**src/source/iq_settings.svh**
```systemverilog
`ifndef IQ_SETTINGS_SVH
`define IQ_SETTINGS_SVH

// ====================
// Queue geometry
// ====================

`define IQ_DEPTH        16
`define IQ_PTR_BITS     4
`define IQ_WRITE_LANES  4
`define IQ_READ_LANES   3

// ====================
// Entry fields
// ====================

`define IQ_INSTR_WIDTH  32
`define IQ_OTHER_WIDTH  8

// Leaves room for one full write group above this level
`define IQ_STALL_LEVEL  13

`endif

```
**src/source/iq_types_pkg.sv**
```systemverilog
`include "iq_settings.svh"

package iq_types_pkg;

  // Slot address inside one thread's ring
  typedef logic [`IQ_PTR_BITS-1:0] iq_slot_t;

  // Lanes used in one cycle, 0 up to the write lane count
  typedef logic [$clog2(`IQ_WRITE_LANES + 1)-1:0] iq_count_t;

  // Entries held by one thread, 0 up to the depth
  typedef logic [$clog2(`IQ_DEPTH + 1)-1:0] iq_fill_t;

  typedef logic [`IQ_INSTR_WIDTH-1:0] iq_instr_t;
  typedef logic [`IQ_OTHER_WIDTH-1:0] iq_other_t;

  // One queue entry as stored and shown on a read lane
  typedef struct packed {
    iq_instr_t instr;
    iq_other_t other;
  } iq_entry_t;

endpackage

```
**src/source/iq_lanes_pkg.sv**
```systemverilog
`include "iq_settings.svh"

package iq_lanes_pkg;

  import iq_types_pkg::*;

  // ====================
  // Lane bundles
  // ====================

  typedef iq_entry_t [`IQ_WRITE_LANES-1:0] iq_write_bundle_t;
  typedef iq_entry_t [`IQ_READ_LANES-1:0] iq_read_bundle_t;

  typedef iq_slot_t [`IQ_WRITE_LANES-1:0] iq_wr_addr_t;
  typedef iq_slot_t [`IQ_READ_LANES-1:0] iq_rd_addr_t;

  // Entries written this cycle, count is zero when nothing was accepted
  typedef struct packed {
    logic      thread;
    iq_count_t count;
  } iq_push_t;

  // Entries consumed this cycle from the thread being shown
  typedef struct packed {
    logic      thread;
    iq_count_t count;
  } iq_pop_t;

endpackage

```
**src/source/iq_write_ptrs.sv**
```systemverilog
`timescale 1ns/1ns
`include "iq_settings.svh"

module iq_write_ptrs
  import iq_types_pkg::*;
  import iq_lanes_pkg::*;
(
  input  logic                       clk,
  input  logic                       rst,
  input  logic                       write_wen,
  input  logic                       write_thread,
  input  logic [`IQ_WRITE_LANES-1:0] write_en,
  input  logic                       fetch_stall,
  input  logic                       except,
  input  logic                       except_thread,
  output iq_push_t                   push,
  output iq_wr_addr_t                wr_addr
);

  iq_slot_t  wr_ptr [2];
  iq_count_t wr_count;

  // Count the leading ones of write_en, anything past the first gap is ignored
  always_comb begin
    wr_count = '0;
    for (int i = 0; i < `IQ_WRITE_LANES; i++) begin
      if (write_en[i] && wr_count == iq_count_t'(i)) begin
        wr_count = iq_count_t'(i + 1);
      end
    end
  end

  assign push.thread = write_thread;
  assign push.count  = (write_wen && !fetch_stall) ? wr_count : '0;

  always_comb begin
    for (int i = 0; i < `IQ_WRITE_LANES; i++) begin
      wr_addr[i] = wr_ptr[write_thread] + iq_slot_t'(i);
    end
  end

  always_ff @(posedge clk) begin
    for (int t = 0; t < 2; t++) begin
      if (rst || (except && except_thread == t[0])) begin
        wr_ptr[t] <= '0;
      end else if (write_thread == t[0]) begin
        wr_ptr[t] <= wr_ptr[t] + iq_slot_t'(push.count);
      end
    end
  end

endmodule

```
**config.mk**
```make
export PLATFORM = sky130hd
export DESIGN_NAME = iq_write_ptrs
export DESIGN_NICKNAME = d
export VERILOG_FILES = /design/src/source/iq_types_pkg.sv /design/src/source/iq_lanes_pkg.sv /design/src/source/iq_write_ptrs.sv
export VERILOG_INCLUDE_DIRS = /design/src /design/src/source
export SDC_FILE = /design/constraint.sdc
export NUM_CORES = 1
export LEC_CHECK = 0
export ABC_AREA = 1
export ABC_CLOCK_PERIOD_IN_PS = 3500
export BUFFER_PORTS_ARGS = -buffer_cell sky130_fd_sc_hd__buf_2
export CAP_MARGIN = 20
export CORE_MARGIN = 2
export CORE_UTILIZATION = 35
export DETAILED_ROUTE_END_ITERATION = 10
export PLACE_DENSITY_LB_ADDON = 0.2
export REMOVE_ABC_BUFFERS = 1
export SETUP_SLACK_MARGIN = 0.4
export SLEW_MARGIN = 25
export SYNTH_ARGS = -nofsm -noshare
export SYNTH_HDL_FRONTEND = slang
export SYNTH_SLANG_ARGS = --single-unit
```
**constraint.sdc**
```tcl
create_clock -name clk -period 3.5 [get_ports clk]
set_input_delay 0.35 -clock clk [delete_from_list [all_inputs] [get_ports clk]]
set_output_delay 0.35 -clock clk [all_outputs]
set_load 0.02 [all_outputs]
```
* After elaboration in Yosys (flattened, before gate mapping) *
Memory sizes are Yosys's and may differ from the RTL's.
Cells that the tools add are included.

word-level totals
  flip-flop bits (word level) = 0
  bits in latches = 0
  RAM bits = 8
  bits in read-only memories = 0
  input port bits = 11
  output and inout port bits = 20
  word-level logic and storage cells = 38
  memories = 1

memories
  name    depth  width  read ports  clocked after memory_dff  write ports  RTL line             source
  wr_ptr  2      4      3           0                         2            iq_write_ptrs.sv:20  iq_slot_t wr_ptr [2];

operators by class
  add/sub/neg operators = 5
  multiply operators = 0
  div/mod/pow operators = 0
  $lt $le $gt $ge = 0
  equality and inequality tests = 3
  shift-type cells = 0
  multiplexer cells = 17
  bitwise operators = 3
  reduce and logical (&&, ||, !) cells = 9

operators with widths
  cell                                           count
  2-to-1 mux 1 bit                               11
  adder 4 x 2 -> 4 bit, second input constant    2
  adder 4 x 3 -> 4 bit                           2
  2-to-1 mux 4 bit                               2
  == test 3 x 2 -> 1 bit, second input constant  2
  logical AND 1 bit                              6
  2-to-1 mux 3 bit                               2
  adder 4 x 1 -> 4 bit, second input constant    1
  2-to-1 mux 2 bit                               2
  logical OR 1 bit                               2
  bitwise OR 1 bit                               2
  == test 1 bit, second input constant           1
  zero test 1 bit                                1
  inverter 1 bit                                 1

* Depth between registers and ports, before layout *
Gate-level depths: netlist (run 1).

  depth after elaboration = 13
  gate-level depth with buffers = 9
  depth with buffers taken out = 9

* Worst setup path after synthesis (run 1) *
OpenSTA, ideal clock, no wires.

  kind = in2out
  start point = in write_thread
  end point = out wr_addr[7] (netlist bit)
  arrival = 2,255 ps
  data required time = 3,150 ps
  setup slack = 895 ps
  stages = 6
  path buffers = 1
  cell sequence = buf_6 > o21ai_0 > inv_1 > ha_1 > nand2_1 > xor2_1

RTL lines
  what                RTL line             source
  start: declaration  iq_write_ptrs.sv:11  input logic write_thread,
  end: declaration    iq_write_ptrs.sv:17  output iq_wr_addr_t wr_addr

==> impl_metrics.ini, run 1 <==
[run_status]
outcome = complete, no violations

[final_layout]
n_antenna_cell = 0
layout_common_cells = buf_2 (30), inv_1 (20), nand2_1 (18), ha_1 (10), edfxtp_1 (8)
reg.largest.list = wr_ptr (8)
drive_gt1_frac = 0.310
final_common_cell = buf_2
final_area_sq_um = 986
largest_register = wr_ptr
nets = 154
largest_register_ffs = 8
area_growth_pct = 21.4
fillCellCount = 246

[cts]
clkLatencyLatePin_ns = 0.25
post_cts_buffers = 0
cts-resized-gates = 0
cts_buffers = 3
clock_sinks = 8
clock-root-buffer = clkbuf_4
clk_pin_slew_worst_paths_ns = 0.05
cts_tree = built
ctsHoldBuffers = 0
htree_levels = 1
clockBufferDepth = 2

[timing]
max-slew-margin-rel = 0.572
tightest_slew_ns = 0.638
maxSlewViolCount = 0
rsz0062_at_grt = false
fmax_mhz = 447
fin_worst_skew_ns = 0.000193
period_minus_slack_ns = 2.24
setup_viol = 0
timing_hold_violations_final = 0
setup_tns_ns = 0
period_share = 0.639

[pwr]
power_mw = 0.291
p_leak_nw = 0.524
p_per_area_nw_per_um2 = 295
power.ir.vdd_worst_mv = 0.184

[yosys]
synthAdderAreaFrac = 0.203
synth_seq_area_share = 0.296
yosysUniqueCellTypes = 17
yosys.area_share.simple = 0.208
syn_area_sq_um = 812
ys_seq_elements = 8
yosys_warnings = 0
synth_cells = 100
synth_xor_area_frac = 0.0647
syn-mean-instance-area_sq_um = 8.12
synth_mux_area_frac = 0
synth_compound_area_frac = 0.0894
synth_top_family_by_area = simple AND/OR/NAND/NOR gates

[floorplan]
die_w_um = 52.2
die_height_um = 52.2
core_sq_um = 2210
start_util = 0.367
ios = 31
die-area_sq_um = 2720
rows = 17

[global_route]
antenna_found_initial = 0
grt_pass1_vias = 718
track_usage = 0.139
grt_max_degree = 12
grt_overflow = 0
grt_pass1_wl_um = 2810

[worst_hold_path]
min_path_type = in -> reg

[placement]
place.gp.congestion = 0.732
place_hpwl_um = 1400
port_buffers = 30
placed_cell_area_sq_um = 963

[setup_path]
end_kind = primary output
cp.arrival_ns = 1.89
criticalPathCategory = reg -> out
crit_required_ns = 3.15
path_cells = o21ai_0, inv_1, ha_1, nand2_1, xor2_1, buf_2
cp_max_fo = 4
start_kind = flip-flop
slowest_stage = edfxtp_1
max_stage_delay_ns = 0.43

[drt]
vias_per_cell = 4.59
ant_nets = 0
drtIter0Drc = 1
firstDrtPassIters = 2
drc_errors = 0
wl_um = 1560
wl_per_cell_um = 9.93
vias = 720

[run]
maxCapViolations = 0
-- power by group --
part | switching (mW) | internal [mW] | leakage [nW]
logic | 0.0705 | 0.0375 | 0.419
registers | 0.00450 | 0.113 | 0.0908
clock network | 0.0270 | 0.0389 | 0.0138
total | 0.102 | 0.189 | 0.524
-- path summary, 6_finish.rpt --
check                                   from  cells past startpoint      endpoint  slack [ns]
worst max-delay path            wr_ptr[0][1]                      6    wr_addr[7]        1.26
worst min-delay path                     rst                      3  wr_ptr[1][2]        0.53
worst max register to register  wr_ptr[0][0]                      4  wr_ptr[0][2]        2.01
worst min register to register  wr_ptr[0][3]                      2  wr_ptr[0][3]        0.66
-- Yosys cell counts (all sizes together) --
library cell | count | area share
ha | 10 | 0.15
a21oi | 6 | 0.037
edfxtp | 8 | 0.30
fa | 2 | 0.049
nor3 | 3 | 0.018
buf | 4 | 0.042
xnor2 | 2 | 0.022
nand3 | 7 | 0.043
nand2 | 22 | 0.11
nor2 | 7 | 0.032
o21ai | 4 | 0.052
xor2 | 4 | 0.043
inv | 21 | 0.097
-- final cells by class --
type | count | area (sq um) | area share
inverters | 21 | 78.8 | 0.0799
well taps | 28 | 35.0 | 0.0355
clock buffers | 3 | 22.5 | 0.0228
repair buffers | 30 | 150 | 0.152
multi-input cells | 67 | 459 | 0.466
flip-flops and latches | 8 | 240 | 0.244
-- metrics by stage --
step / util / setup WS [ns] / cells / hold slack, ns
after global routing: 0.446 / 1.08 / 157 / 0.546
after floorplan: - / 0.957 / 96 / 0.608
after CTS: 0.446 / 1.21 / 157 / 0.523
after global placement: 0.436 / 1.37 / 154 / 0.673
after detailed placement: 0.436 / 1.29 / 154 / 0.670
final: 0.446 / 1.26 / 157 / 0.525
-- critical path: cells and delay by family (launching register included) --
kind / cells / cell delay, ns
xor+xnor: 1 / 0.13
simple gates: 1 / 0.09
flops: 1 / 0.43
buf+inv: 2 / 0.32
compound gates: 1 / 0.40
fa+ha+maj: 1 / 0.27
-- layer usage --
metal / vias up / track usage / routed length (um)
met4: 0 / 0.0855 / 17
li1: 376 / - / -
met5: - / 0 / 0
met1: 316 / 0.149 / 673
met2: 24 / 0.257 / 773
met3: 4 / 0.0144 / 95
-- logic make-up after synthesis --
group | after synthesis
AO/OA/AOI/OAI | 10
XOR/XNOR | 6
adder cells (fa/ha/maj) | 12
buffers and inverters | 25
flip-flops | 8
AND/OR/NAND/NOR | 39
Power figures use the tool's default switching activity.
==> run 2, diff against run 1 <==
- ABC_AREA: 1 -> 0
- ABC_CLOCK_PERIOD_IN_PS: 3500 -> 2300
- clock period: 3.5 -> 2.3 ns (I/O delays scaled with it)
==> run 2 against run 1 <==
  * Design area grew 0.76%
  * Synthesized area down 5.2%
  * Clock-buffer cell count stayed put
  * Non-clock buffer count grew 4
  * Die area down 4.8%
  * Sequential share of layout area is 0.18 points lower
==> impl_metrics.ini, run 2 <==
[yosys]
syn_area_sq_um = 769
yosysTopAreaCellShare = 0.312
synth_seq_area_share = 0.312
yosys.area.top_type = edfxtp_1
synth_top_flop_cell = edfxtp_1
synthArstFlopShare = 0
synth_cells = 76
synth_commonest_cells = ha_1 (10), inv_1 (10), edfxtp_1 (8)
synth_edf_count = 8
syn-mean-instance-area_sq_um = 10.1
synth.area.top_cells = edfxtp_1 (31%), ha_1 (16%), mux2i_1 (6.5%)
yosys_warnings = 0
ys_seq_elements = 8
yosysUniqueCellTypes = 23

[timing]
period_share = 0.783
whs_ns = 0.447
setup_tns_ns = 0
timing_hold_violations_final = 0
rsz0062_at_grt = false
maxSlewViolCount = 0
fin_worst_skew_ns = 0.000273
setup_viol = 0
max-slew-margin-rel = 0.800
tightest_slew_ns = 0.291
fmax_mhz = 555
period_minus_slack_ns = 1.80

[final_layout]
layout_common_cells = buf_2 (29), inv_1 (9), ha_1 (9), edfxtp_1 (8), nand2_1 (6)
drive_gt1_frac = 0.404
final_common_cell = buf_2
area_growth_pct = 29.1
largest_register = wr_ptr
nets = 134
n_antenna_cell = 0
reg.largest.list = wr_ptr (8)
largest_register_ffs = 8

[global_route]
grt_max_degree = 8
antenna_found_initial = 0
grt_pass1_wl_um = 2560
grt_overflow = 0
track_usage = 0.134
grt_pass1_vias = 585

[setup_path]
end_kind = primary output
slowest_stage = edfxtp_1
start_kind = flip-flop
worst-path-buf-inv = 2
cp_max_fo = 3
max_stage_delay_ns = 0.42
path_cells = mux2i_4, inv_1, ha_2, a21oi_2, xnor2_1, buf_4
path_depth = 6
criticalPathCategory = reg -> out
cp.arrival_ns = 1.57
reg2reg_depth = 4
crit_required_ns = 2.07
cp_top_family = flip-flops

[drt]
ant_nets = 0
drc_errors = 0
drtIter0Drc = 4
wl_um = 1490
vias_per_cell = 4.69
vias = 638
wl_per_cell_um = 11.0
firstDrtPassIters = 4

[pwr]
p_per_area_nw_per_um2 = 459
p_leak_nw = 0.565
power.ir.vdd_worst_mv = 0.249

[cts]
clockBufferDepth = 2
clkLatencyLatePin_ns = 0.26
cts_tree = built
clock_sinks = 8
cts_buffers = 3
clk_pin_slew_worst_paths_ns = 0.05
ctsHoldBuffers = 0
clock-root-buffer = clkbuf_4
htree_levels = 1

[floorplan]
start_util = 0.381
core_sq_um = 2020
die_height_um = 50.9
die_w_um = 50.9
rows = 16
ios = 31
die-area_sq_um = 2590

[placement]
place_hpwl_um = 1290
port_buffers = 30
place.gp.congestion = 0.778

[run_status]
outcome = complete, no violations

[worst_hold_path]
hold_depth = 3
min_path_type = in -> reg

[run]
maxCapViolations = 0
-- run 2: power by group --
group,switching [mW],total [mW],leakage [nW],internal [mW]
sequential,0.00718,0.178,0.0908,0.171
combinational,0.101,0.169,0.460,0.0679
clock,0.0491,0.109,0.0138,0.0598
total,0.157,0.456,0.565,0.299
-- run 2: per-stage QoR --
step	instances	area [sq um]	utilization	worst slack, ns	power (mW)
finish	136	993	0.491	0.498	0.456
global route	136	993	0.491	0.406	0.480
CTS	136	988	0.489	0.439	0.456
detailed placement	129	920	0.455	0.412	0.337
global placement	129	920	0.455	0.436	0.336
floorplan	72	736	-	0.137	0.281
-- run 2: final cells by class --
class / count / area, sq um
Sequential cell: 8 / 240
Clock buffer: 3 / 22.5
Multi-Input combinational cell: 54 / 477
Tap cell: 27 / 33.8
Inverter: 10 / 37.5
Fill cell: 200 / 1030
Timing Repair Buffer: 34 / 183
-- run 2: kinds of logic after synthesis --
logic type,Yosys count,synth area share
AND/OR/NAND/NOR,23,0.166
buffers and inverters,14,0.0927
adder cells (fa/ha/maj),12,0.215
flip-flops,8,0.312
XOR/XNOR,7,0.0797
AO/OA/AOI/OAI,6,0.0504
multiplexers,6,0.0845
-- run 2: final timing paths --
kind                                    from  slack (ns)            to
worst min register to register  wr_ptr[1][3]        0.69  wr_ptr[1][3]
worst max-delay path            wr_ptr[0][1]        0.50   wr_addr[15]
worst max register to register  wr_ptr[0][0]        0.72  wr_ptr[0][2]
worst min-delay path                     rst        0.45  wr_ptr[1][3]
-- run 2: worst register-to-register path, cell delays in order, from the launching register on --
cell and delay, ns:
edfxtp_1 0.40, ha_1 0.24, fa_1 0.38, xor2_1 0.15, and3_1 0.17
-- run 2: routing by layer --
metal | part of all wire | GRT usage | wire length [um] | vias to the layer above
met5 | 0 | 0 | 0 | -
met4 | 0.024 | 0.0676 | 36 | 0
met3 | 0.063 | 0.0322 | 94 | 5
met2 | 0.46 | 0.221 | 686 | 28
met1 | 0.45 | 0.163 | 673 | 279
li1 | - | - | - | 326
-- run 2: what timing repair did --
action,4_1_cts,5_1_grt
setup endpoints to repair,4,2
buffers inserted,4,0
gates resized for setup,3,3
