**config.mk**
```make
export PLATFORM = sky130hd
export DESIGN_NAME = iq_occupancy
export DESIGN_NICKNAME = d
export VERILOG_FILES = /design/src/source/iq_types_pkg.sv /design/src/source/iq_lanes_pkg.sv /design/src/source/iq_occupancy.sv
export VERILOG_INCLUDE_DIRS = /design/src /design/src/source
export SDC_FILE = /design/constraint.sdc
export NUM_CORES = 1
export LEC_CHECK = 0
export ABC_AREA = 0
export ABC_CLOCK_PERIOD_IN_PS = 2270
export BUFFER_PORTS_ARGS = -buffer_cell sky130_fd_sc_hd__buf_2
export CORE_MARGIN = 2
export CORE_UTILIZATION = 50
export DETAILED_ROUTE_END_ITERATION = 8
export HOLD_SLACK_MARGIN = 0.03
export PLACE_DENSITY = 0.73
export SLEW_MARGIN = 20
export SYNTH_ARGS = -nofsm -noshare
export SYNTH_HDL_FRONTEND = slang
export SYNTH_SLANG_ARGS = --single-unit
```
**constraint.sdc**
```tcl
create_clock -name clk -period 2.27 [get_ports clk]
set_input_delay 0.227 -clock clk [delete_from_list [all_inputs] [get_ports clk]]
set_output_delay 0.227 -clock clk [all_outputs]
set_load 0.02 [all_outputs]
```
**src/source/iq_settings.svh**
```systemverilog
`ifndef IQ_SETTINGS_SVH
`define IQ_SETTINGS_SVH

// ====================
// Queue geometry
// ====================

`define IQ_DEPTH        16
`define IQ_PTR_BITS     4
`define IQ_WRITE_LANES  4
`define IQ_READ_LANES   3

// ====================
// Entry fields
// ====================

`define IQ_INSTR_WIDTH  32
`define IQ_OTHER_WIDTH  8

// Leaves room for one full write group above this level
`define IQ_STALL_LEVEL  13

`endif

```
**src/source/iq_types_pkg.sv**
```systemverilog
`include "iq_settings.svh"

package iq_types_pkg;

  // Slot address inside one thread's ring
  typedef logic [`IQ_PTR_BITS-1:0] iq_slot_t;

  // Lanes used in one cycle, 0 up to the write lane count
  typedef logic [$clog2(`IQ_WRITE_LANES + 1)-1:0] iq_count_t;

  // Entries held by one thread, 0 up to the depth
  typedef logic [$clog2(`IQ_DEPTH + 1)-1:0] iq_fill_t;

  typedef logic [`IQ_INSTR_WIDTH-1:0] iq_instr_t;
  typedef logic [`IQ_OTHER_WIDTH-1:0] iq_other_t;

  // One queue entry as stored and shown on a read lane
  typedef struct packed {
    iq_instr_t instr;
    iq_other_t other;
  } iq_entry_t;

endpackage

```
**src/source/iq_lanes_pkg.sv**
```systemverilog
`include "iq_settings.svh"

package iq_lanes_pkg;

  import iq_types_pkg::*;

  // ====================
  // Lane bundles
  // ====================

  typedef iq_entry_t [`IQ_WRITE_LANES-1:0] iq_write_bundle_t;
  typedef iq_entry_t [`IQ_READ_LANES-1:0] iq_read_bundle_t;

  typedef iq_slot_t [`IQ_WRITE_LANES-1:0] iq_wr_addr_t;
  typedef iq_slot_t [`IQ_READ_LANES-1:0] iq_rd_addr_t;

  // Entries written this cycle, count is zero when nothing was accepted
  typedef struct packed {
    logic      thread;
    iq_count_t count;
  } iq_push_t;

  // Entries consumed this cycle from the thread being shown
  typedef struct packed {
    logic      thread;
    iq_count_t count;
  } iq_pop_t;

endpackage

```
**src/source/iq_occupancy.sv**
```systemverilog
`timescale 1ns/1ns
`include "iq_settings.svh"

module iq_occupancy
  import iq_types_pkg::*;
  import iq_lanes_pkg::*;
(
  input  logic                      clk,
  input  logic                      rst,
  input  iq_push_t                  push,
  input  iq_pop_t                   pop,
  input  logic                      write_thread,
  input  logic                      except,
  input  logic                      except_thread,
  output logic                      fetch_stall,
  output logic [`IQ_READ_LANES-1:0] read_avail
);

  iq_fill_t fill [2];
  iq_fill_t fill_next [2];
  iq_fill_t add_cnt;
  iq_fill_t sub_cnt;

  // ====================
  // Fill update
  // ====================

  always_comb begin
    for (int t = 0; t < 2; t++) begin
      add_cnt = (push.thread == t[0]) ? iq_fill_t'(push.count) : '0;
      sub_cnt = (pop.thread == t[0]) ? iq_fill_t'(pop.count) : '0;
      if (except && except_thread == t[0]) begin
        fill_next[t] = '0;
      end else begin
        fill_next[t] = fill[t] + add_cnt - sub_cnt;
      end
    end
  end

  always_ff @(posedge clk) begin
    if (rst) begin
      fill[0] <= '0;
      fill[1] <= '0;
    end else begin
      fill[0] <= fill_next[0];
      fill[1] <= fill_next[1];
    end
  end

  // ====================
  // Stall and availability
  // ====================

  assign fetch_stall = fill[write_thread] >= iq_fill_t'(`IQ_STALL_LEVEL);

  always_comb begin
    for (int i = 0; i < `IQ_READ_LANES; i++) begin
      read_avail[i] = fill[pop.thread] > iq_fill_t'(i);
    end
  end

endmodule

```
Word level (Yosys, flattened, before mapping)

Memories as Yosys holds them, arrays and structs flattened.
Index checks and enable logic that the tools add are counted.

Register bits: 0
Bits in writable memories: 10
Input port bits: 13
Word-level logic and storage cells: 25
Memories kept: 1

Memory list:

| name | depth | bits a word | read ports | clocked after Yosys merged registers in | write ports | RTL line           | text |
|---|---|---|---|---|---|---|---|
| fill | 2     | 5           | 4          | 0                                       | 2           | iq_occupancy.sv:19 | `iq_fill_t fill [2];` |

Add/sub/neg operators: 4
$lt $le $gt $ge: 4
Mux-type cells: 11
Bitwise logic cells: 3
Reductions and logical operators: 2

Operators by type and width:

| operator                                                      | count |
|---|---|
| two-way mux 5 bit                                             | 4 |
| two-way mux 3 bit                                             | 4 |
| adder 5 x 3 -> 5 bit                                          | 2 |
| greater-than comparator 5 x 1 -> 1 bit, second input constant | 2 |
| subtractor 5 x 3 -> 5 bit                                     | 2 |
| >= comparator 5 x 4 -> 1 bit, second input constant           | 1 |
| greater-than comparator 5 x 2 -> 1 bit, second input constant | 1 |
| two-way mux 1 bit                                             | 3 |
| logical AND 1 bit                                             | 2 |
| OR 1 bit                                                      | 2 |
| inverter 1 bit                                                | 1 |

Depth between registers and ports, before layout

Gate-level depths: netlist of run 1.

Word-level depth: 5
Gate-level depth with buffers: 9
Gate-level depth less buffers: 9

Worst setup path before layout of run 1

Ideal clock, no wire load.

Kind: input-to-reg
Start point: input pop[1] in the netlist's numbering
End point: memory fill[1][4] in the netlist's numbering
Library setup time: 0.070 ns
Arrival time: 1.960 ns
Slack: 0.239 ns
Stages on the path: 6
Path buffers: 0
Cells stage by stage: and2_2 fa_1 fa_1 nand2b_1 a2111oi_0 o21bai_1

RTL lines:

| element     | RTL line           | text |
|---|---|---|
| from (decl) | iq_occupancy.sv:11 | `input iq_pop_t pop,` |
| to (decl)   | iq_occupancy.sv:19 |  |

==> reports/qor.csv, run 1 <==
metric,value,unit
core area,0.00175,sq mm
Die Width,47.1,um
Post-synth EDFFs,0,
I/O Buffers,16,
Initial DRC Count,15,
post-synth top area share,21.6,%
worst r2r dst,fill[0][4],
register bit total from synthesis,10,
crit path time final,2.11,ns
switching fraction of total power,43.9,%
cell taking the most area after synthesis,dfxtp_1,
Die Height,47.1,um
routability congestion estimate from global placement,0.824,
max reg flops,10,
R2R depth,6,
Syn Inst Count,113,
"Warnings, synthesis",0,
"Net Count, Synth",142,
Slew HR,75.0,%
"Slew Viols, Final",0,
DP Wirelength,1620,um
Via Count,785,
clock buffer count from CTS,3,
die footprint,0.00222,sq mm
required time at the worst-slack endpoint,2.47,ns
clk_lat worst skew,0.27,ns
net count reported at finish,163,
R2R Setup Slk,0.16,ns
placed inst area,0.00104,sq mm
Worst EP arrival,2.31,ns
Min-Delay Path Class,in2reg,
initial antenna violation count,0,
Max Clock Freq,474,MHz
clock tree sinks,10,
sequential power share,26.7,%
Finished Cell Area,0.00109,sq mm
Final WS setup,0.159,ns
CP startpoint kind,flip-flop,
synth top area cells,"dfxtp_1, ha_1, fa_1, inv_1, a21oi_1",
Max VDD drop,0.000627,V
Avg Inst Size Synth,8.22,sq um
IO Pins,17,
vias in the first global route,734,
Area Overhead vs Synth,17.0,%
drt wl/cell,11.9,um
internal power,0.601,mW
Logic pwr share,58.2,%
Regs by FF count,fill x10,
status,"complete, no violations",
Setup WS pre-CTS,-0.00471,ns
Synth Flop Type,dfxtp_1,
# rows,15,
fillers,170,
Vias/cell,4.97,
end of the critical path,fill[0][4],
number of diodes,0,
fin crit share,93.0,%
synthesized area,928,sq um
ratio of cells with drive above 1 in the final layout,24.1,%
sequential area share after synthesis,21.6,%
synth cell count leaders,"inv_1, dfxtp_1, ha_1",
global-route wire length before repair,3120,um
CP endpoint kind,flip-flop,
clk slew on worst S/H paths,0.07,ns
overall routing resource usage,20.5,%
root buf cell,clkbuf_4,
hold_sp,rst,
Biggest register,fill,
DRC viols,0,
reg2reg start,fill[0][1],
Pwr Total,1.07,mW
type of the worst setup path,reg2reg,
CP startpoint,fill[0][1],
global route overflow,0,
Max Root-Sink Buffers,2,
Initial Util,53.2,%
clock share of power,15.1,%
post-route ant nets,0,
Final Hold Viols,0,
Max Cap Violations,0,
Synth cell types,32,
largest net degree at the start of global routing,9,
CTS tree,done,
Slew @ Worst Pin,0.369,ns
most frequent cell after synthesis,inv_1,
"FFs w/ async S/R, synth",0,%
final setup fails,0,
clk_skew,0.00759,ns
1st-pass router iterations,4,
drt total wl,1880,um
Critical Path Fanout Max,5,
H-tree levels,1,
RSZ-0062 raised after global routing,no,
Psw,0.470,mW
power per cell area,986,mW/mm^2
Leak Pwr,0.548,nW
[layer usage]
metal  track usage [%]  wire length [um]  vias to the layer above
met2              33.4               849                       25
met4              6.67                26                        0
li1                  -                 -                      406
met3              3.46                82                        4
met1              27.7               925                      350
met5                 0                 0                        -
[cell usage in the layout, fill, tap and decap left out, types with 2 or more instances in the layout]
cell type,n
inv_1,24
and2_2,3
nor3_1,2
clkbuf_4,3
ha_1,10
nand3_1,2
and2b_2,3
dfxtp_1,9
buf_2,16
and2_1,2
nand2b_1,6
fa_1,5
nand2_1,6
nor2_1,9
xor2_1,3
a21oi_1,9
[worst min-delay path by stage]
stage	end	slack, ns	cells after the start
after CTS	fill[0][4]	0.29	3
after global placement	fill[0][4]	0.55	3
after detailed placement	fill[0][4]	0.57	3
final	fill[0][4]	0.28	3
after floorplan	fill[1][4]	0.41	3
after global routing	fill[0][4]	0.31	3
[cell families after synthesis]
logic type | Yosys count | share of synthesized area [%]
AND/OR/NAND/NOR | 41 | 25.5
buffers and inverters | 24 | 9.70
AO/OA/AOI/OAI | 17 | 12.0
adder cells (fa/ha/maj) | 16 | 26.4
flip-flops | 10 | 21.6
XOR/XNOR | 4 | 3.77
multiplexers | 1 | 1.08
[stage by stage]
stage                     hold WS, ns  TNS [ns]  util (%)  cells
after CTS                       0.289         0      61.6    158
after detailed placement        0.569  -0.00471      59.6    154
final                           0.284         0      62.2    158
after floorplan                 0.409         0         -    113
after global routing            0.306         0      62.2    158
after global placement          0.554         0      59.6    154
[critical path: stages, from the launching register on]
cell      delay (ns)
dfxtp_2         0.37
inv_1           0.07
fa_1            0.53
fa_1            0.47
nand2b_1        0.18
a21oi_1         0.23
mux2i_1         0.20
[area by class of cell]
type                    count  area (sq um)  share of cell area (%)
clock buffers               4          36.3                    3.34
inverters                  24          90.1                    8.29
multi-input cells          79           647                    59.6
flip-flops and latches     10           201                    18.5
well taps                  25          31.3                    2.88
repair buffers             16          80.1                    7.37
[power by group through the flow]
stage	combinational (mW)	clock (mW)	sequential, mW
final	0.623	0.162	0.286
after global routing	0.710	0.174	0.295
after CTS	0.613	0.163	0.284
after detailed placement	0.606	0	0.288
after global placement	0.579	0	0.291
after floorplan	0.467	0	0.272
[repair_timing]
| item | 4_1_cts | 5_1_grt |
|---|---|---|
| buffers inserted | 0 | 0 |
| gates resized for setup | 0 | 4 |
| hold buffers | 0 | 0 |
| setup endpoints to repair | 0 | 2 |
(Power assumes the default switching activity.)
==> run 2, diff against run 1 <==
==> constraint.sdc (replaced) <==
create_clock -name clk -period 2.27 [get_ports clk]
set_input_delay 0.1135 -clock clk [delete_from_list [all_inputs] [get_ports clk]]
set_output_delay 0.1135 -clock clk [all_outputs]
set_load 0.02 [all_outputs]
==> run 2 against run 1 <==
Against the previous run:
- critical path depth unchanged
- cell area fell by 1.6%
- hold slack lost 0.10 ns
- maximum frequency grew 0.17%
- flip-flop and latch count did not move
- setup slack better by 0.0036 ns
- utilization is 1.0 points lower
- critical endpoint unchanged
- largest cell class unchanged
- largest power group unchanged
==> reports/qor.csv, run 2 (same netlist as run 1, synthesis figures left out) <==
metric,value,unit
most frequent cells in the layout,"inv_1, buf_2, ha_1, dfxtp_1",
clk slew on worst S/H paths,0.06,ns
Max VDD drop,0.000546,V
Max Root-Sink Buffers,2,
global route overflow,0,
utilization after layout,61.2,%
R2R Setup Slk,0.16,ns
DP Wirelength,1530,um
max reg flops,10,
routability congestion estimate from global placement,0.808,
type of the worst setup path,reg2reg,
global-route wire length before repair,3000,um
number of diodes,0,
fin crit share,92.8,%
Initial DRC Count,15,
CP startpoint kind,flip-flop,
Die Height,47.1,um
# rows,15,
required time at the worst-slack endpoint,2.46,ns
root buf cell,clkbuf_4,
Biggest register,fill,
Final Hold Viols,0,
CP Buf/Inv Count,1,
clock buffer count from CTS,3,
overall routing resource usage,19.4,%
largest net degree at the start of global routing,9,
Area Overhead vs Synth,15.1,%
clock tree sinks,10,
clk_lat worst skew,0.25,ns
Post-Place Cells,154,
Final Non-Filler Cells,157,
drt wl/cell,11.1,um
1st-pass router iterations,4,
H-tree levels,1,
power per cell area,948,mW/mm^2
vias in the first global route,738,
Regs by FF count,fill x10,
Max Clock Freq,474,MHz
status,"complete, no violations",
"Slew Viols, Final",0,
DRC viols,0,
Initial Util,53.2,%
Max Cap Violations,0,
fillers,166,
core area,0.00175,sq mm
drt total wl,1740,um
Worst EP arrival,2.30,ns
Critical Path Fanout Max,5,
cell family with most CP delay,adder cells,
final setup fails,0,
CTS tree,done,
ratio of cells with drive above 1 in the final layout,22.0,%
Leak Pwr,0.542,nW
clk_skew,0.000143,ns
initial antenna violation count,0,
Die Width,47.1,um
Setup TNS,0,ns
crit path time final,2.11,ns
slowest stage cell on the critical path,fa_1,
RSZ-0062 raised after global routing,no,
post-route ant nets,0,
IO Pins,17,
Min-Delay Path Class,in2reg,
"Top cell by count, worst path",fa_1,
Slew HR,75.0,%
Via Count,770,
I/O Buffers,16,
Slew @ Worst Pin,0.369,ns
CP endpoint kind,flip-flop,
Crit path largest cell delay,0.54,ns
"commonest non-fill, non-tap cell in the layout",inv_1,
crit-path cells,inv_1 > fa_1 > fa_1 > nand2b_1 > a21oi_1 > mux2i_1,
Vias/cell,4.90,
net count reported at finish,163,
die footprint,0.00222,sq mm
run 2: layout make-up:
cell class,count,area (sq um),area share (%)
inverter,24,90.1,8.43
multi-input combinational,79,644,60.3
tap,25,31.3,2.93
sequential,10,200,18.7
timing repair buffer,16,80.1,7.49
clock buffer,3,22.5,2.11
run 2: power breakdown:
group | internal (mW) | switching, mW | leakage (nW)
registers | 0.230 | 0.0573 | 0.0828
clock network | 0.0607 | 0.0512 | 0.0138
logic | 0.270 | 0.344 | 0.445
total | 0.560 | 0.452 | 0.542
run 2: timing repair:
item | CTS | global route
hold buffers | 0 | 0
endpoints found under the setup margin | 0 | 1
resized for setup | 0 | 2
setup buffers | 0 | 0
run 2: final timing paths:
path / startpoint / end / depth (start not counted)
setup / recovery: fill[0][1] / fill[0][4] / 6
hold / removal: rst / fill[0][4] / 3
setup reg to reg: fill[0][1] / fill[0][4] / 6
hold reg to reg: fill[1][4] / fill[1][4] / 3
run 2: tightest hold or removal path: cells and delay by family:
| family | cells | cell delay [ns] |
|---|---|---|
| buffers and inverters | 1 | 0.11 |
| AND/OR/NAND/NOR | 1 | 0.11 |
| multiplexers | 1 | 0.05 |
run 2: per-stage QoR:
step	worst slack (ns)	area [sq um]	hold slack (ns)	power, mW
2_1_floorplan	0.248	928	0.296	0.739
6_report	0.162	1070	0.181	1.01
3_3_place_gp	0.171	1040	0.439	0.875
3_5_place_dp	0.121	1040	0.454	0.886
5_1_grt	0.0240	1070	0.197	1.12
4_1_cts	0.105	1060	0.182	1.00
run 2: layer usage:
metal | GRT usage [%] | vias to the layer above | routed length (um)
li1 | - | 406 | -
met1 | 28.7 | 341 | 931
met2 | 29.3 | 21 | 722
met3 | 2.31 | 2 | 79
met4 | 6.67 | 0 | 6
met5 | 0 | - | 0
==> run 3, diff against run 2 <==
CELL_PAD_IN_SITES_DETAIL_PLACEMENT = 1   (was unset)
CELL_PAD_IN_SITES_GLOBAL_PLACEMENT = 1   (was unset)
CORE_UTILIZATION = 40   (was 50)
PLACE_DENSITY = unset   (was 0.73)
PLACE_DENSITY_LB_ADDON = 0.1   (was unset)
==> run 3 against run 2 <==
Against the previous run:
- setup slack improved by 0.0012 ns
- cell area grew 0.47%
- clock-buffer cell count did not move
- register-to-register slack about the same
- wire length grew 23%
- sequential power hardly changed
- clock skew hardly changed
- total power rose by 2.3%
- hold slack improved by 0.0090 ns
- critical path type unchanged
- largest cell class unchanged
- largest power group unchanged
==> reports/qor.csv, run 3 (same netlist as run 1, synthesis figures left out) <==
metric,value,unit
die footprint,0.00272,sq mm
largest net degree at the start of global routing,9,
routability congestion estimate from global placement,0.802,
Max Clock Freq,475,MHz
Psw,0.472,mW
cell family with most CP delay,adder cells,
IO Pins,17,
WL met3,74,um
root buf cell,clkbuf_4,
Area Overhead vs Synth,15.6,%
"commonest non-fill, non-tap cell in the layout",inv_1,
power per cell area,965,mW/mm^2
Via Count,785,
overall routing resource usage,19.1,%
switching fraction of total power,45.6,%
Final Hold Viols,0,
vias in the first global route,880,
Setup TNS,0,ns
clock buffer count from CTS,3,
DRC viols,0,
Leak Pwr,0.542,nW
crit path time final,2.11,ns
number of diodes,0,
Max Root-Sink Buffers,2,
uppermost layer routed,met4,
hold buffer count at CTS,0,
CP endpoint kind,flip-flop,
Crit path largest cell delay,0.54,ns
"Slew Viols, Final",0,
Regs by FF count,fill x10,
Logic pwr share,61.1,%
drt total wl,2140,um
final setup fails,0,
Max Cap Violations,0,
Die Height,52.2,um
H-tree levels,1,
status,"complete, no violations",
drt wl/cell,13.4,um
fin crit share,92.8,%
net count reported at finish,163,
I/O Buffers,16,
register area,201,sq um
global-route wire length before repair,3770,um
initial antenna violation count,0,
core area,0.00221,sq mm
clk slew on worst S/H paths,0.06,ns
Met2 Wirelength,952,um
Worst EP arrival,2.29,ns
post-route ant nets,0,
fillers,293,
Die Width,52.2,um
Initial DRC Count,7,
RSZ-0062 raised after global routing,no,
sequential power share,28.0,%
"Top cell by count, worst path",fa_1,
Critical Path Fanout Max,5,
clk_skew,0.000541,ns
max reg flops,10,
clock share of power,10.9,%
Hold Slack,0.190,ns
Slew @ Worst Pin,0.418,ns
Vias/cell,4.91,
type of the worst setup path,reg2reg,
CP startpoint kind,flip-flop,
1st-pass router iterations,3,
most frequent cells in the layout,"inv_1, buf_2, ha_1",
internal power,0.564,mW
CTS tree,done,
global route overflow,0,
Post-Route M1 WL,1100,um
DP Wirelength,1900,um
Slew HR,71.8,%
CP Buf/Inv Count,1,
Multi-input gate area,644,sq um
clock tree sinks,10,
Min-Delay Path Class,in2reg,
Initial Util,42.0,%
# rows,17,
required time at the worst-slack endpoint,2.46,ns
ratio of cells with drive above 1 in the final layout,22.7,%
crit-path cells,inv_1 > fa_1 > fa_1 > nand2b_1 > a21oi_1 > mux2i_1,
Max VDD drop,0.000525,V
Biggest register,fill,
clk_lat worst skew,0.25,ns
slowest stage cell on the critical path,fa_1,
run 3: cell types whose count changed in the layout (fill, tap and decap cells not counted):
cell     delta
dfxtp_2     +1
dfxtp_1     -1
run 3: timing repair:
action,in CTS,in global routing
resized for setup,0,3
buffers inserted,0,0
setup endpoints to repair,0,1
run 3: final timing paths:
path              depth (start not counted)  startpoint  slack [ns]          to
setup / recovery                          6  fill[0][1]        0.16  fill[0][4]
setup reg to reg                          6  fill[0][1]        0.16  fill[0][4]
hold / removal                            3         rst        0.19  fill[0][4]
hold reg to reg                           3  fill[0][4]        0.66  fill[0][4]
run 3: layer usage:
metal	GRT usage, %	vias to the layer above
met5	0	-
met4	5.13	0
met3	2.00	2
met2	31.2	18
met1	26.7	363
li1	-	402
run 3: area by class of cell:
cell class | count | share of cell area, %
repair buffers | 16 | 7.46
well taps | 28 | 3.26
flip-flops and latches | 10 | 18.8
clock buffers | 3 | 2.10
multi-input cells | 79 | 60.0
inverters | 24 | 8.39
run 3: power groups by stage:
| stage | Sequential, mW | Clock (mW) | Combinational (mW) |
|---|---|---|---|
| floorplan | 0.272 | 0 | 0.467 |
| global placement | 0.296 | 0 | 0.594 |
| detailed placement | 0.296 | 0 | 0.619 |
| CTS | 0.292 | 0.119 | 0.625 |
| global route | 0.302 | 0.131 | 0.729 |
| finish | 0.290 | 0.113 | 0.633 |
run 3: tightest hold or removal path, cell delays in order:
cell,delay (ns)
buf_2,0.11
nand3b_1,0.11
mux2i_1,0.06
run 3: per-stage QoR:
| stage | cells | power [mW] | cell area (sq um) | setup WS [ns] | utilization (%) |
|---|---|---|---|---|---|
| global placement | 157 | 0.890 | 1040 | 0.158 | 47.2 |
| finish | 160 | 1.04 | 1070 | 0.164 | 48.5 |
| floorplan | 113 | 0.739 | 928 | 0.248 | - |
| global route | 160 | 1.16 | 1070 | 0.0137 | 48.5 |
| CTS | 160 | 1.04 | 1070 | 0.0880 | 48.2 |
| detailed placement | 157 | 0.915 | 1040 | 0.0926 | 47.2 |
