===== src/source/iq_settings.svh =====
`ifndef IQ_SETTINGS_SVH
`define IQ_SETTINGS_SVH

// ====================
// Queue geometry
// ====================

`define IQ_DEPTH        16
`define IQ_PTR_BITS     4
`define IQ_WRITE_LANES  4
`define IQ_READ_LANES   3

// ====================
// Entry fields
// ====================

`define IQ_INSTR_WIDTH  32
`define IQ_OTHER_WIDTH  8

// Leaves room for one full write group above this level
`define IQ_STALL_LEVEL  13

`endif


===== src/source/iq_types_pkg.sv =====
`include "iq_settings.svh"

package iq_types_pkg;

  // Slot address inside one thread's ring
  typedef logic [`IQ_PTR_BITS-1:0] iq_slot_t;

  // Lanes used in one cycle, 0 up to the write lane count
  typedef logic [$clog2(`IQ_WRITE_LANES + 1)-1:0] iq_count_t;

  // Entries held by one thread, 0 up to the depth
  typedef logic [$clog2(`IQ_DEPTH + 1)-1:0] iq_fill_t;

  typedef logic [`IQ_INSTR_WIDTH-1:0] iq_instr_t;
  typedef logic [`IQ_OTHER_WIDTH-1:0] iq_other_t;

  // One queue entry as stored and shown on a read lane
  typedef struct packed {
    iq_instr_t instr;
    iq_other_t other;
  } iq_entry_t;

endpackage


===== src/source/iq_lanes_pkg.sv =====
`include "iq_settings.svh"

package iq_lanes_pkg;

  import iq_types_pkg::*;

  // ====================
  // Lane bundles
  // ====================

  typedef iq_entry_t [`IQ_WRITE_LANES-1:0] iq_write_bundle_t;
  typedef iq_entry_t [`IQ_READ_LANES-1:0] iq_read_bundle_t;

  typedef iq_slot_t [`IQ_WRITE_LANES-1:0] iq_wr_addr_t;
  typedef iq_slot_t [`IQ_READ_LANES-1:0] iq_rd_addr_t;

  // Entries written this cycle, count is zero when nothing was accepted
  typedef struct packed {
    logic      thread;
    iq_count_t count;
  } iq_push_t;

  // Entries consumed this cycle from the thread being shown
  typedef struct packed {
    logic      thread;
    iq_count_t count;
  } iq_pop_t;

endpackage


===== src/source/iq_read_ptrs.sv =====
`timescale 1ns/1ns
`include "iq_settings.svh"

module iq_read_ptrs
  import iq_types_pkg::*;
  import iq_lanes_pkg::*;
(
  input  logic                      clk,
  input  logic                      rst,
  input  logic                      read_clk_en,
  input  logic                      read_thread,
  input  logic [`IQ_READ_LANES-1:0] read_en,
  input  logic                      except,
  input  logic                      except_thread,
  output iq_pop_t                   pop,
  output iq_rd_addr_t               rd_addr
);

  logic      cur_thread;
  iq_slot_t  rd_ptr [2];
  iq_count_t rd_count;

  always_comb begin
    rd_count = '0;
    for (int i = 0; i < `IQ_READ_LANES; i++) begin
      if (read_en[i] && rd_count == iq_count_t'(i)) begin
        rd_count = iq_count_t'(i + 1);
      end
    end
  end

  assign pop.thread = cur_thread;
  assign pop.count  = read_clk_en ? rd_count : '0;

  // The shown thread's lanes start at its read pointer
  always_comb begin
    for (int i = 0; i < `IQ_READ_LANES; i++) begin
      rd_addr[i] = rd_ptr[cur_thread] + iq_slot_t'(i);
    end
  end

  always_ff @(posedge clk) begin
    if (rst) begin
      cur_thread <= 1'b0;
    end else begin
      cur_thread <= read_thread;
    end
    for (int t = 0; t < 2; t++) begin
      if (rst || (except && except_thread == t[0])) begin
        rd_ptr[t] <= '0;
      end else if (cur_thread == t[0]) begin
        rd_ptr[t] <= rd_ptr[t] + iq_slot_t'(pop.count);
      end
    end
  end

endmodule


===== config.mk =====
export PLATFORM = sky130hd
export DESIGN_NAME = iq_read_ptrs
export DESIGN_NICKNAME = d
export VERILOG_FILES = /design/src/source/iq_types_pkg.sv /design/src/source/iq_lanes_pkg.sv /design/src/source/iq_read_ptrs.sv
export VERILOG_INCLUDE_DIRS = /design/src /design/src/source
export SDC_FILE = /design/constraint.sdc
export NUM_CORES = 1
export LEC_CHECK = 0
export BUFFER_PORTS_ARGS = -buffer_cell sky130_fd_sc_hd__clkbuf_2
export CORE_MARGIN = 4
export CORE_UTILIZATION = 30
export DETAILED_ROUTE_END_ITERATION = 16
export HOLD_SLACK_MARGIN = 0.08
export SLEW_MARGIN = 25
export SYNTH_ARGS = -nofsm -noshare
export SYNTH_HDL_FRONTEND = slang
export SYNTH_SLANG_ARGS = --single-unit

===== constraint.sdc =====
create_clock -name clk -period 1.6 [get_ports clk]
set_clock_uncertainty 0.15 [all_clocks]
set_input_delay 0.08 -clock clk [delete_from_list [all_inputs] [get_ports clk]]
set_output_delay 0.08 -clock clk [all_outputs]
set_load 0.02 [all_outputs]

== Yosys cells after proc, flatten, opt, wreduce, memory -nomap -nowiden ==
Memories as Yosys holds them, arrays and structs flattened. A register that Yosys moved wholly into a read port is not among the register bits.
Index checks and enable logic that the tools add are counted.

* Add/subtract/negate cells: 4
* Equal/unequal tests: 2
* Mux-type cells: 17
* Bitwise operators: 3
* Reductions and logical operators: 6

{| class="wikitable"
|+ Operators with widths
! operator !! number
|-
| $mux W1 || 12
|-
| $add A4 B3 Y4 || 2
|-
| $mux W4 || 2
|-
| $add A4 B1 Y4 const B || 1
|-
| $add A4 B2 Y4 const B || 1
|-
| $logic_and A1 B1 Y1 || 4
|-
| $mux W2 || 2
|-
| $eq A3 B2 Y1 const B || 1
|-
| $mux W3 || 1
|-
| $logic_or A1 B1 Y1 || 2
|-
| $or A1 B1 Y1 || 2
|-
| $eq A1 B1 Y1 const B || 1
|-
| $not A1 Y1 || 1
|}

* Flip-flop bits (word level): 1
* Bits in writable memories: 8
* Word-level logic and storage cells: 34
* Memories kept: 1

{| class="wikitable"
|+ Memories
! name !! depth !! bits a word !! read ports !! clocked after memory_dff !! write ports !! line !! RTL
|-
| rd_ptr || 2 || 4 || 3 || 1 || 2 || iq_read_ptrs.sv:20 || <nowiki>iq_slot_t rd_ptr [2];</nowiki>
|}

== Longest topological paths before layout ==
Gate-level depths: netlist (run 1).

* Depth after elaboration: 10
* Depth in mapped cells: 7
* Depth with buffers taken out: 7

== Worst setup path before layout (run 1) ==
OpenSTA, ideal clock, no wires.

* Path type: reg2out
* Start point: register cur_thread (netlist name)
* End point: output port rd_addr[7] (netlist name)
* Arrival time: 1584 ps
* Setup slack: -214 ps
* Stages on the path, launching flop included: 6
* Buffers on the path: 1
* Cells stage by stage: dfxtp_1 > buf_6 > o21ai_1 > ha_1 > nand2_2 > xnor2_1

{| class="wikitable"
|+ RTL lines
! element !! line !! RTL
|-
| end: declaration || iq_read_ptrs.sv:16 || <nowiki>output iq_rd_addr_t rd_addr</nowiki>
|}

==> flow_metrics.tcl, run 1 <==
set metrics [dict create \
    run_status "finished, violations left" \
    failed_checks "setup timing" \
    cts_tree "yes" \
    worstSetupEndpointType "primary output" \
    ys_top_cells_by_area "sky130_fd_sc_hd__edfxtp_1 35%, sky130_fd_sc_hd__ha_1 11%, sky130_fd_sc_hd__inv_1 6.0%, sky130_fd_sc_hd__fa_1 5.8%, sky130_fd_sc_hd__nand2_1 4.4%" \
    gr-usage-met1_pct 12.2 \
    async_reset_ff_share_pct 0 \
    die-area_mm2 0.00312 \
    syn-cell-area_um2 687 \
    synth.top_cell.area_share_pct 35.0 \
    grt_pass1_wl_um 2440 \
    post_route_cells_drive_above_1_share_pct 56.8 \
    worst_setup_path_start_kind "flop" \
    synth_largest_area_cell "sky130_fd_sc_hd__edfxtp_1" \
    p_switching_mw 0.230 \
    design_area_mm2 0.00113 \
    grt_setup_unrepaired "true" \
    drv_cap 0 \
    synth.ff_latch_count 9 \
    pin_count 25 \
    synthFlopType "sky130_fd_sc_hd__edfxtp_1" \
    cts_htree_levels 1 \
    arrival_time_at_the_worst_endpoint_ps 1470 \
    gp_congestion 0.776 \
    sw_frac_of_total_pct 31.1 \
    leakage_nw 0.528 \
    placeableCoreArea_mm2 0.00219 \
    final_max_slew_violation_count 0 \
    number_of_sinks_driven_by_the_clock_tree 9 \
    detailroute.via_count 600 \
    detail_route.vias_per_cell 4.32 \
    share_clk_of_total_power_pct 22.7 \
    fp-row-count 17 \
    final_hold_viol_count 0 \
    port_buffers 23 \
    drc 0 \
    numCtsBuffers 3 \
    placement_stage_worst_setup_slack_ps -34.8 \
    dp_hpwl_um 1180 \
    grt_use_met2_pct 15.7 \
    antenna_found_initial 0 \
    clk_transition_reported_paths_ps 60 \
    timing.critical_path.required_ps 1370 \
    synthesis.yosys.warnings 0 \
    first_global_vias 586 \
    yosysMostFrequentCell "sky130_fd_sc_hd__inv_1" \
    detail_route.iter0.violations 7 \
    synthesis.instances 71 \
    final_net_count 129 \
    fmaxAchievable_ghz 0.587 \
    synth.distinct_cells 24 \
    number_of_enable_flip_flop_cells_after_synthesis 8 \
    critPathKind "flop to primary output" \
    internal_power_mw 0.510 \
    report.final.setup_viol 5 \
    ctsLongestPathBuffers 2 \
    seq_area_frac_synth_pct 37.9 \
    detailed_place.area_um2 893 \
    grtUsageMet3_pct 2.09 \
    maximum_number_of_pins_on_one_net_before_global_route_repair 7 \
    clock_latency_ps 260 \
    dr.pass1.iters 4 \
    post_drt_wl_per_cell_um 11.0 \
    count_of_inserted_antenna_diode_cells 0 \
    worst_slack_ps -104 \
    fin_total_pwr_mw 0.739 \
    floorplan.die.width_um 55.9 \
    grt.total_usage_pct 9.74 \
    grt_busiest_layer "met2" \
    syn2layout_area_growth_pct 65.0 \
    pwr-share-seq_pct 38.7 \
    most_used_standard_cells_in_the_synthesized_netlist "11 x sky130_fd_sc_hd__inv_1, 8 x sky130_fd_sc_hd__edfxtp_1, 8 x sky130_fd_sc_hd__nand2_1" \
    p_comb_share_pct 38.6 \
    synth_fp_nets 88 \
    power_per_cell_area_mw_per_mm2 652 \
    min_period_over_period_pct 106 \
    chipHeight_um 55.9 \
    cp_max_fo 3 \
    avgSynthCellArea_um2 9.67 \
    hold_path_class "input port to flop" \
    period_minus_slack_ps 1700 \
    clk_root_buffer_cell "sky130_fd_sc_hd__clkbuf_4" \
    drt_antenna_net_count 0 \
    routed_wl_um 1530 \
    grt.overflow.total 0 \
    floorplan.initialDensity_pct 31.4 \
    irDropWorstVdd_mv 0.409 \
]
per-stage QoR:
stage               TNS [ps]  std cells  util, %  hold WS (ps)
floorplan                  0         71        -          1.61
global placement           0        123     40.8           125
detailed placement     -52.7        123     40.8           127
CTS                     -342        136     48.1          87.4
global route            -577        139     51.7           111
finish                  -223        139     51.7          89.1
sequential cells by signal (all words and copies together) (netlist names):
register / count
rd_ptr: 8
cur_thread: 1
power groups by stage:
| stage | sequential [mW] | combinational [mW] | clock [mW] |
|---|---|---|---|
| floorplan | 0.287 | 0.147 | 0 |
| global placement | 0.291 | 0.201 | 0 |
| detailed placement | 0.291 | 0.203 | 0 |
| CTS | 0.285 | 0.254 | 0.173 |
| global route | 0.288 | 0.311 | 0.196 |
| finish | 0.286 | 0.285 | 0.168 |
final timing paths:
check           startpoint           end  slack, ps  cells after the start
max           rd_ptr[0][1]    rd_addr[7]       -100                      7
min          except_thread  rd_ptr[1][0]         90                      3
max reg2reg   rd_ptr[1][0]  rd_ptr[1][1]        -10                      5
min reg2reg   rd_ptr[1][2]  rd_ptr[1][2]        510                      2
worst max-delay path, stage by stage (launching register included):
cell and delay [ps]:
sky130_fd_sc_hd__edfxtp_1 370, sky130_fd_sc_hd__inv_2 50, sky130_fd_sc_hd__o21a_4 200, sky130_fd_sc_hd__inv_4 80, sky130_fd_sc_hd__ha_4 160, sky130_fd_sc_hd__nand2_4 60, sky130_fd_sc_hd__xnor2_4 160, sky130_fd_sc_hd__buf_8 130
cells in the final DEF (no fill, tap or decap), drive strengths merged, types with 2 or more instances in the layout:
cell and count:
clkbuf 22, buf 20, inv 11, nand2 9, edfxtp 8, ha 6
nor2 5, a21oi 5, o21ai 3, xor2 3, nor2b 2, or3 2
and3 2, fa 2, dlygate4sd3 2, xnor2 2
area by class of cell:
class,instances,area [um^2]
inverter,11,43.8
fill,201,1060
multi-input combinational,47,472
timing repair buffer,40,293
sequential,9,264
tap,28,35.0
clock buffer,4,26.3
per-layer routing:
| layer | share of wire [%] | wire [um] |
|---|---|---|
| met5 | 0 | 0 |
| met4 | 1.4 | 22 |
| met3 | 8.9 | 137 |
| met2 | 49 | 755 |
| met1 | 40 | 616 |
cells by family after synthesis:
| group | count (synthesis) | share of synthesized area, % |
|---|---|---|
| and+or+nand+nor | 22 | 15.1 |
| buffers and inverters | 15 | 10.9 |
| AOI/OAI and AO/OA | 9 | 6.92 |
| DFF | 9 | 37.9 |
| adders and majority gates | 8 | 16.8 |
| xor gates and xnor gates | 5 | 6.38 |
| muxes | 2 | 5.46 |
| other | 1 | 0.546 |
timing repair:
item                                    in CTS  in global routing
endpoints found under the setup margin       6                 10
hold endpoints to repair                     1                  0
gates resized for setup                     16                 19
setup buffers                                7                  3
pin swaps                                    2                  9
hold buffers                                 2                  0
Power figures use the tool's default switching activity.
==> run 2, diff against run 1 <==
==> constraint.sdc (replaced) <==
create_clock -name clk -period 1.6 [get_ports clk]
set_clock_uncertainty 0.15 [all_clocks]
set_input_delay 0 -clock clk [delete_from_list [all_inputs] [get_ports clk]]
set_output_delay 0 -clock clk [all_outputs]
set_load 0.02 [all_outputs]
==> run 2 against run 1 <==
Sequential cell count is the same. The flow still finishes with violations (setup timing). Cell count grew 0.72%. Critical endpoint is now rd_addr[6]. Utilization shrank 0.97 points. Sequential power is essentially flat. Worst setup slack gained 51 ps. Sequential share of layout area grew 0.45 points. Final area shrank 1.9%.
==> flow_metrics.tcl, run 2 (synthesized netlist as in run 1, its figures left out) <==
set metrics [dict create \
    timing.critical_path.max_delay_family "flip-flops" \
    failed_checks "setup timing" \
    dr.pass1.iters 4 \
    drc 0 \
    leakage_nw 0.535 \
    fmaxAchievable_ghz 0.605 \
    grt_pass1_wl_um 2630 \
    worst_setup_path_start_kind "flop" \
    internal_power_mw 0.501 \
    cts_htree_levels 1 \
    period_minus_slack_ps 1650 \
    drv_cap 0 \
    first_global_vias 609 \
    grt.total_usage_pct 10.7 \
    placeableCoreArea_mm2 0.00219 \
    gp_congestion 0.752 \
    placement_stage_worst_setup_slack_ps 15.2 \
    port_buffers 23 \
    count_of_inserted_antenna_diode_cells 0 \
    cp_max_fo 3 \
    irDropWorstVdd_mv 0.459 \
    cts_tree "yes" \
    design_area_mm2 0.00111 \
    post_route_cells_drive_above_1_share_pct 52.7 \
    most_flop_heavy_register "rd_ptr" \
    hold_path_class "input port to primary output" \
    detailroute.via_count 612 \
    largest_reg_flops 8 \
    syn2layout_area_growth_pct 61.9 \
    run_status "finished, violations left" \
    timing.critical_path.slowest_cell_delay_ps 410 \
    report.final.setup_viol 3 \
    nFillCells 224 \
    pin_count 25 \
    fp-row-count 17 \
    floorplan.die.width_um 55.9 \
    sw_frac_of_total_pct 31.4 \
    clk_transition_reported_paths_ps 60 \
    grt_setup_unrepaired "true" \
    worst_slack_ps -53.1 \
    final_hold_viol_count 0 \
    detail_route.vias_per_cell 4.37 \
    grt.overflow.total 0 \
    numCtsBuffers 3 \
    min_period_over_period_pct 103 \
    p_comb_share_pct 36.6 \
    layout_commonest_cell "sky130_fd_sc_hd__clkbuf_2" \
    arrival_time_at_the_worst_endpoint_ps 1500 \
    chipHeight_um 55.9 \
    most-common-layout-cells "17 x sky130_fd_sc_hd__clkbuf_2, 12 x sky130_fd_sc_hd__buf_4, 8 x sky130_fd_sc_hd__inv_1, 8 x sky130_fd_sc_hd__edfxtp_1, 6 x sky130_fd_sc_hd__nand2_1" \
    routed_wl_um 1530 \
    critical_path_buf_inv_count 2 \
    floorplan.initialDensity_pct 31.4 \
    final_net_count 130 \
    power_per_cell_area_mw_per_mm2 657 \
    pwr-share-seq_pct 39.2 \
    antenna_found_initial 0 \
    clock_latency_ps 250 \
    ctsLongestPathBuffers 2 \
    detailed_place.area_um2 856 \
    die-area_mm2 0.00312 \
    setup_tns_ps -115 \
    worstPathCellList "nand2_1, o21a_1, inv_2, ha_2, xor2_2, clkbuf_8" \
    largestRegisters "rd_ptr x8, cur_thread x1" \
    p_switching_mw 0.230 \
    critPathKind "flop to primary output" \
    drt_antenna_net_count 0 \
    timing.critical_path.required_ps 1450 \
    final_max_slew_violation_count 0 \
    clk_root_buffer_cell "sky130_fd_sc_hd__clkbuf_4" \
    dp_hpwl_um 1210 \
    share_clk_of_total_power_pct 24.3 \
    worstSetupEndpointType "primary output" \
    number_of_sinks_driven_by_the_clock_tree 9 \
    cp_slowest_cell "sky130_fd_sc_hd__edfxtp_1" \
    layout.core_utilization_pct 50.8 \
    detail_route.iter0.violations 6 \
    maximum_number_of_pins_on_one_net_before_global_route_repair 8 \
    post_drt_wl_per_cell_um 10.9 \
]
-- run 2: cell types whose count changed in the layout (fill, tap and decap cells not counted), sizes merged --
cell / change
buf: -5
clkbuf: +3
dlygate4sd3: +3
-- run 2: final cells by class --
class                      count  area [um^2]  share of cell area, %
inverter                      11         43.8                   3.94
tap                           28         35.0                   3.15
sequential                     9          264                   23.7
multi-input combinational     47          425                   38.2
timing repair buffer          41          318                   28.6
clock buffer                   4         26.3                   2.36
-- run 2: final timing paths --
| kind | from | end | slack [ps] | cells past startpoint |
|---|---|---|---|---|
| max | rd_ptr[1][1] | rd_addr[6] | -50 | 6 |
| min | read_en[1] | pop[0] | 170 | 3 |
| max reg2reg | rd_ptr[0][1] | rd_ptr[0][3] | -10 | 5 |
| min reg2reg | rd_ptr[0][2] | rd_ptr[0][2] | 490 | 2 |
-- run 2: repair_timing --
action	in CTS	in global routing
setup buffers	8	2
hold buffers	5	1
resized for setup	19	13
endpoints found under the hold margin	14	4
setup endpoints to repair	6	17
pin swaps	4	2
-- run 2: worst register-to-register path: stages, from the launching register on --
cell and delay [ps]:
sky130_fd_sc_hd__edfxtp_1 400, sky130_fd_sc_hd__buf_4 150, sky130_fd_sc_hd__ha_1 260, sky130_fd_sc_hd__a21oi_1 60, sky130_fd_sc_hd__or3_1 330, sky130_fd_sc_hd__a21oi_2 120
-- run 2: power groups by stage --
stage | logic, mW | registers, mW | clock network (mW)
floorplan | 0.140 | 0.287 | 0
global placement | 0.185 | 0.291 | 0
detailed placement | 0.190 | 0.292 | 0
CTS | 0.254 | 0.287 | 0.184
global route | 0.296 | 0.289 | 0.199
finish | 0.267 | 0.286 | 0.177
-- run 2: metal layers --
layer | GRT usage (%) | vias up | wire length (um)
met5 | 0 | - | 0
met4 | 6.10 | 0 | 12
met3 | 2.55 | 2 | 109
met2 | 18.6 | 20 | 774
met1 | 11.9 | 282 | 634
li1 | - | 308 | -
-- run 2: through the flow --
step	hold slack (ps)	cells	total power, mW
floorplan	-78.4	71	0.426
global placement	43.6	121	0.476
detailed placement	52.9	121	0.482
CTS	175	138	0.725
global route	200	140	0.784
finish	171	140	0.731
==> run 3, diff against run 2 <==
--- a/config.mk
+++ b/config.mk
@@ -11,5 +11,6 @@
 export CORE_UTILIZATION = 30
+export CTS_CLUSTER_SIZE = 30
 export DETAILED_ROUTE_END_ITERATION = 16
 export HOLD_SLACK_MARGIN = 0.08
-export SLEW_MARGIN = 25
+export SLEW_MARGIN = 20
 export SYNTH_ARGS = -nofsm -noshare
--- a/constraint.sdc
+++ b/constraint.sdc
@@ -4,2 +4,2 @@
 set_output_delay 0 -clock clk [all_outputs]
-set_load 0.02 [all_outputs]
+set_load 0.005 [all_outputs]
==> run 3 against run 2 <==
The flow now finishes without violations. Via count down 3.4%. Clock power down 4%. Count of clock-buffer cells in the layout unchanged. Final area down 12%. Worst hold slack worse by 110 ps. Global-route usage down 0.47 points. Sequential share of layout area up 3.2 points. Non-clock buffer count down 6. Critical endpoint is now rd_addr[7]. Highest routed layer unchanged.
==> flow_metrics.tcl, run 3 (synthesized netlist as in run 1, its figures left out) <==
set metrics [dict create \
    run_status "completed" \
    most_flop_heavy_register "rd_ptr" \
    detail_route.vias_per_cell 4.41 \
    number_of_sinks_driven_by_the_clock_tree 9 \
    most-common-layout-cells "20 x sky130_fd_sc_hd__clkbuf_2, 8 x sky130_fd_sc_hd__inv_1, 8 x sky130_fd_sc_hd__edfxtp_1" \
    count_of_inserted_antenna_diode_cells 0 \
    grt.overflow.total 0 \
    internal_power_mw 0.461 \
    timing.critical_path.slowest_cell_delay_ps 410 \
    dr.pass1.iters 3 \
    grt_setup_unrepaired "true" \
    report.final.setup_viol 0 \
    grt_pass1_wl_um 2620 \
    worst_setup_path_start_kind "flop" \
    p_comb_share_pct 27.5 \
    worstSetupEndpointType "primary output" \
    floorplan.die.width_um 55.9 \
    period_minus_slack_ps 1580 \
    final_net_count 124 \
    numCtsBuffers 3 \
    ctsLongestPathBuffers 2 \
    detail_route.iter0.violations 9 \
    chipHeight_um 55.9 \
    cts_tree "yes" \
    maximum_number_of_pins_on_one_net_before_global_route_repair 8 \
    drt_antenna_net_count 0 \
    detailroute.via_count 591 \
    leakage_nw 0.465 \
    worstPathCellList "inv_2, o21a_1, inv_2, ha_4, nand2_2, xnor2_1, buf_2" \
    routed_wl_um 1430 \
    placeableCoreArea_mm2 0.00219 \
    arrival_time_at_the_worst_endpoint_ps 1430 \
    design_area_um2 980 \
    multi_input_comb_area_um2 393 \
    port_buffers 23 \
    fin_total_pwr_mw 0.631 \
    post_route_cells_drive_above_1_share_pct 48.1 \
    critPathKind "flop to primary output" \
    pwr-share-seq_pct 45.5 \
    pin_count 25 \
    critical_path_buf_inv_count 3 \
    layout_commonest_cell "sky130_fd_sc_hd__clkbuf_2" \
    fmaxAchievable_ghz 0.633 \
    drc 0 \
    timing.critical_path.max_delay_family "flip-flops" \
    first_global_vias 640 \
    p_switching_mw 0.170 \
    fp-row-count 17 \
    clock_latency_ps 250 \
    clk_transition_reported_paths_ps 60 \
    layout.core_utilization_pct 44.7 \
    syn2layout_area_growth_pct 42.6 \
    irDropWorstVdd_mv 0.499 \
    share_clk_of_total_power_pct 27.0 \
    cp_common_cell "sky130_fd_sc_hd__inv_2" \
    dp_hpwl_um 1150 \
    nFillCells 217 \
    die-area_mm2 0.00312 \
    clk_root_buffer_cell "sky130_fd_sc_hd__clkbuf_4" \
    cp_num_cells 7 \
    timing.critical_path.required_ps 1450 \
    gp_congestion 0.785 \
    detailed_place.area_um2 826 \
    final_hold_viol_count 0 \
    hold_path_cell_cnt 4 \
    fin_hold_ws_ps 64.8 \
    largest_reg_flops 8 \
    power_per_cell_area_mw_per_mm2 644 \
    hold_path_class "input port to flop" \
    grt.total_usage_pct 10.3 \
    drv_cap 0 \
    layout.area.seq_um2 264 \
    floorplan.initialDensity_pct 31.4 \
    cp_slowest_cell "sky130_fd_sc_hd__edfxtp_1" \
    largestRegisters "rd_ptr x8, cur_thread x1" \
    antenna_found_initial 0 \
    min_period_over_period_pct 98.7 \
    post_drt_wl_per_cell_um 10.7 \
    reg2regPathDepth 4 \
    final_max_slew_violation_count 0 \
    cp_max_fo 3 \
    sw_frac_of_total_pct 26.9 \
    cts_htree_levels 1 \
]
## run 3: cell types whose count changed in the layout (fill, tap and decap cells not counted), moves of 2 or more
cell | before | now
sky130_fd_sc_hd__clkbuf_2 | 17 | 20
sky130_fd_sc_hd__buf_6 | 2 | 0
sky130_fd_sc_hd__buf_2 | 0 | 3
sky130_fd_sc_hd__buf_4 | 12 | 7
sky130_fd_sc_hd__clkbuf_8 | 4 | 0
sky130_fd_sc_hd__xnor2_1 | 0 | 2
sky130_fd_sc_hd__xnor2_2 | 2 | 0
## run 3: power groups by stage
stage / sequential [mW] / combinational, mW / clock, mW
after global placement: 0.293 / 0.137 / 0
after global routing: 0.289 / 0.198 / 0.192
after CTS: 0.287 / 0.163 / 0.176
after detailed placement: 0.293 / 0.140 / 0
final: 0.287 / 0.174 / 0.170
after floorplan: 0.287 / 0.0866 / 0
## run 3: timing repair
item,4_1_cts,5_1_grt
gates resized for setup,8,13
hold buffers,6,0
buffers inserted,2,2
setup endpoints to repair,5,14
pin swaps,2,4
hold endpoints to repair,16,0
## run 3: final timing paths
path | to | startpoint | slack (ps)
setup / recovery | rd_addr[7] | rd_ptr[0][1] | 20
hold / removal | rd_ptr[1][3] | except | 60
setup reg to reg | rd_ptr[0][1] | rd_ptr[0][0] | 40
hold reg to reg | rd_ptr[0][2] | rd_ptr[0][2] | 490
## run 3: area by class of cell
| cell class | instances | area share, % |
|---|---|---|
| inverters | 11 | 4.21 |
| flip-flops and latches | 9 | 26.9 |
| repair buffers | 35 | 22.5 |
| multi-input cells | 47 | 40.1 |
| well taps | 28 | 3.58 |
| clock buffers | 4 | 2.68 |
## run 3: routing by layer
metal / vias up / part of all wire (%) / GRT usage [%]
met5: - / 0 / 0
met4: 0 / 0.84 / 5.08
met3: 2 / 6.9 / 1.86
met2: 20 / 50 / 18.4
met1: 268 / 42 / 11.5
li1: 301 / - / -
## run 3: through the flow
step,cells,setup TNS (ps),worst slack [ps]
final,134,0,20.5
after global routing,134,-280,-86.7
after detailed placement,121,-6.89,-6.89
after global placement,121,-10.4,-10.4
after CTS,133,0,1.20
after floorplan,71,0,135
## run 3: worst register-to-register path: stages (launching register included)
cell	delay (ps)
sky130_fd_sc_hd__edfxtp_1	370
sky130_fd_sc_hd__ha_2	200
sky130_fd_sc_hd__inv_2	40
sky130_fd_sc_hd__fa_2	520
sky130_fd_sc_hd__nor2_1	40
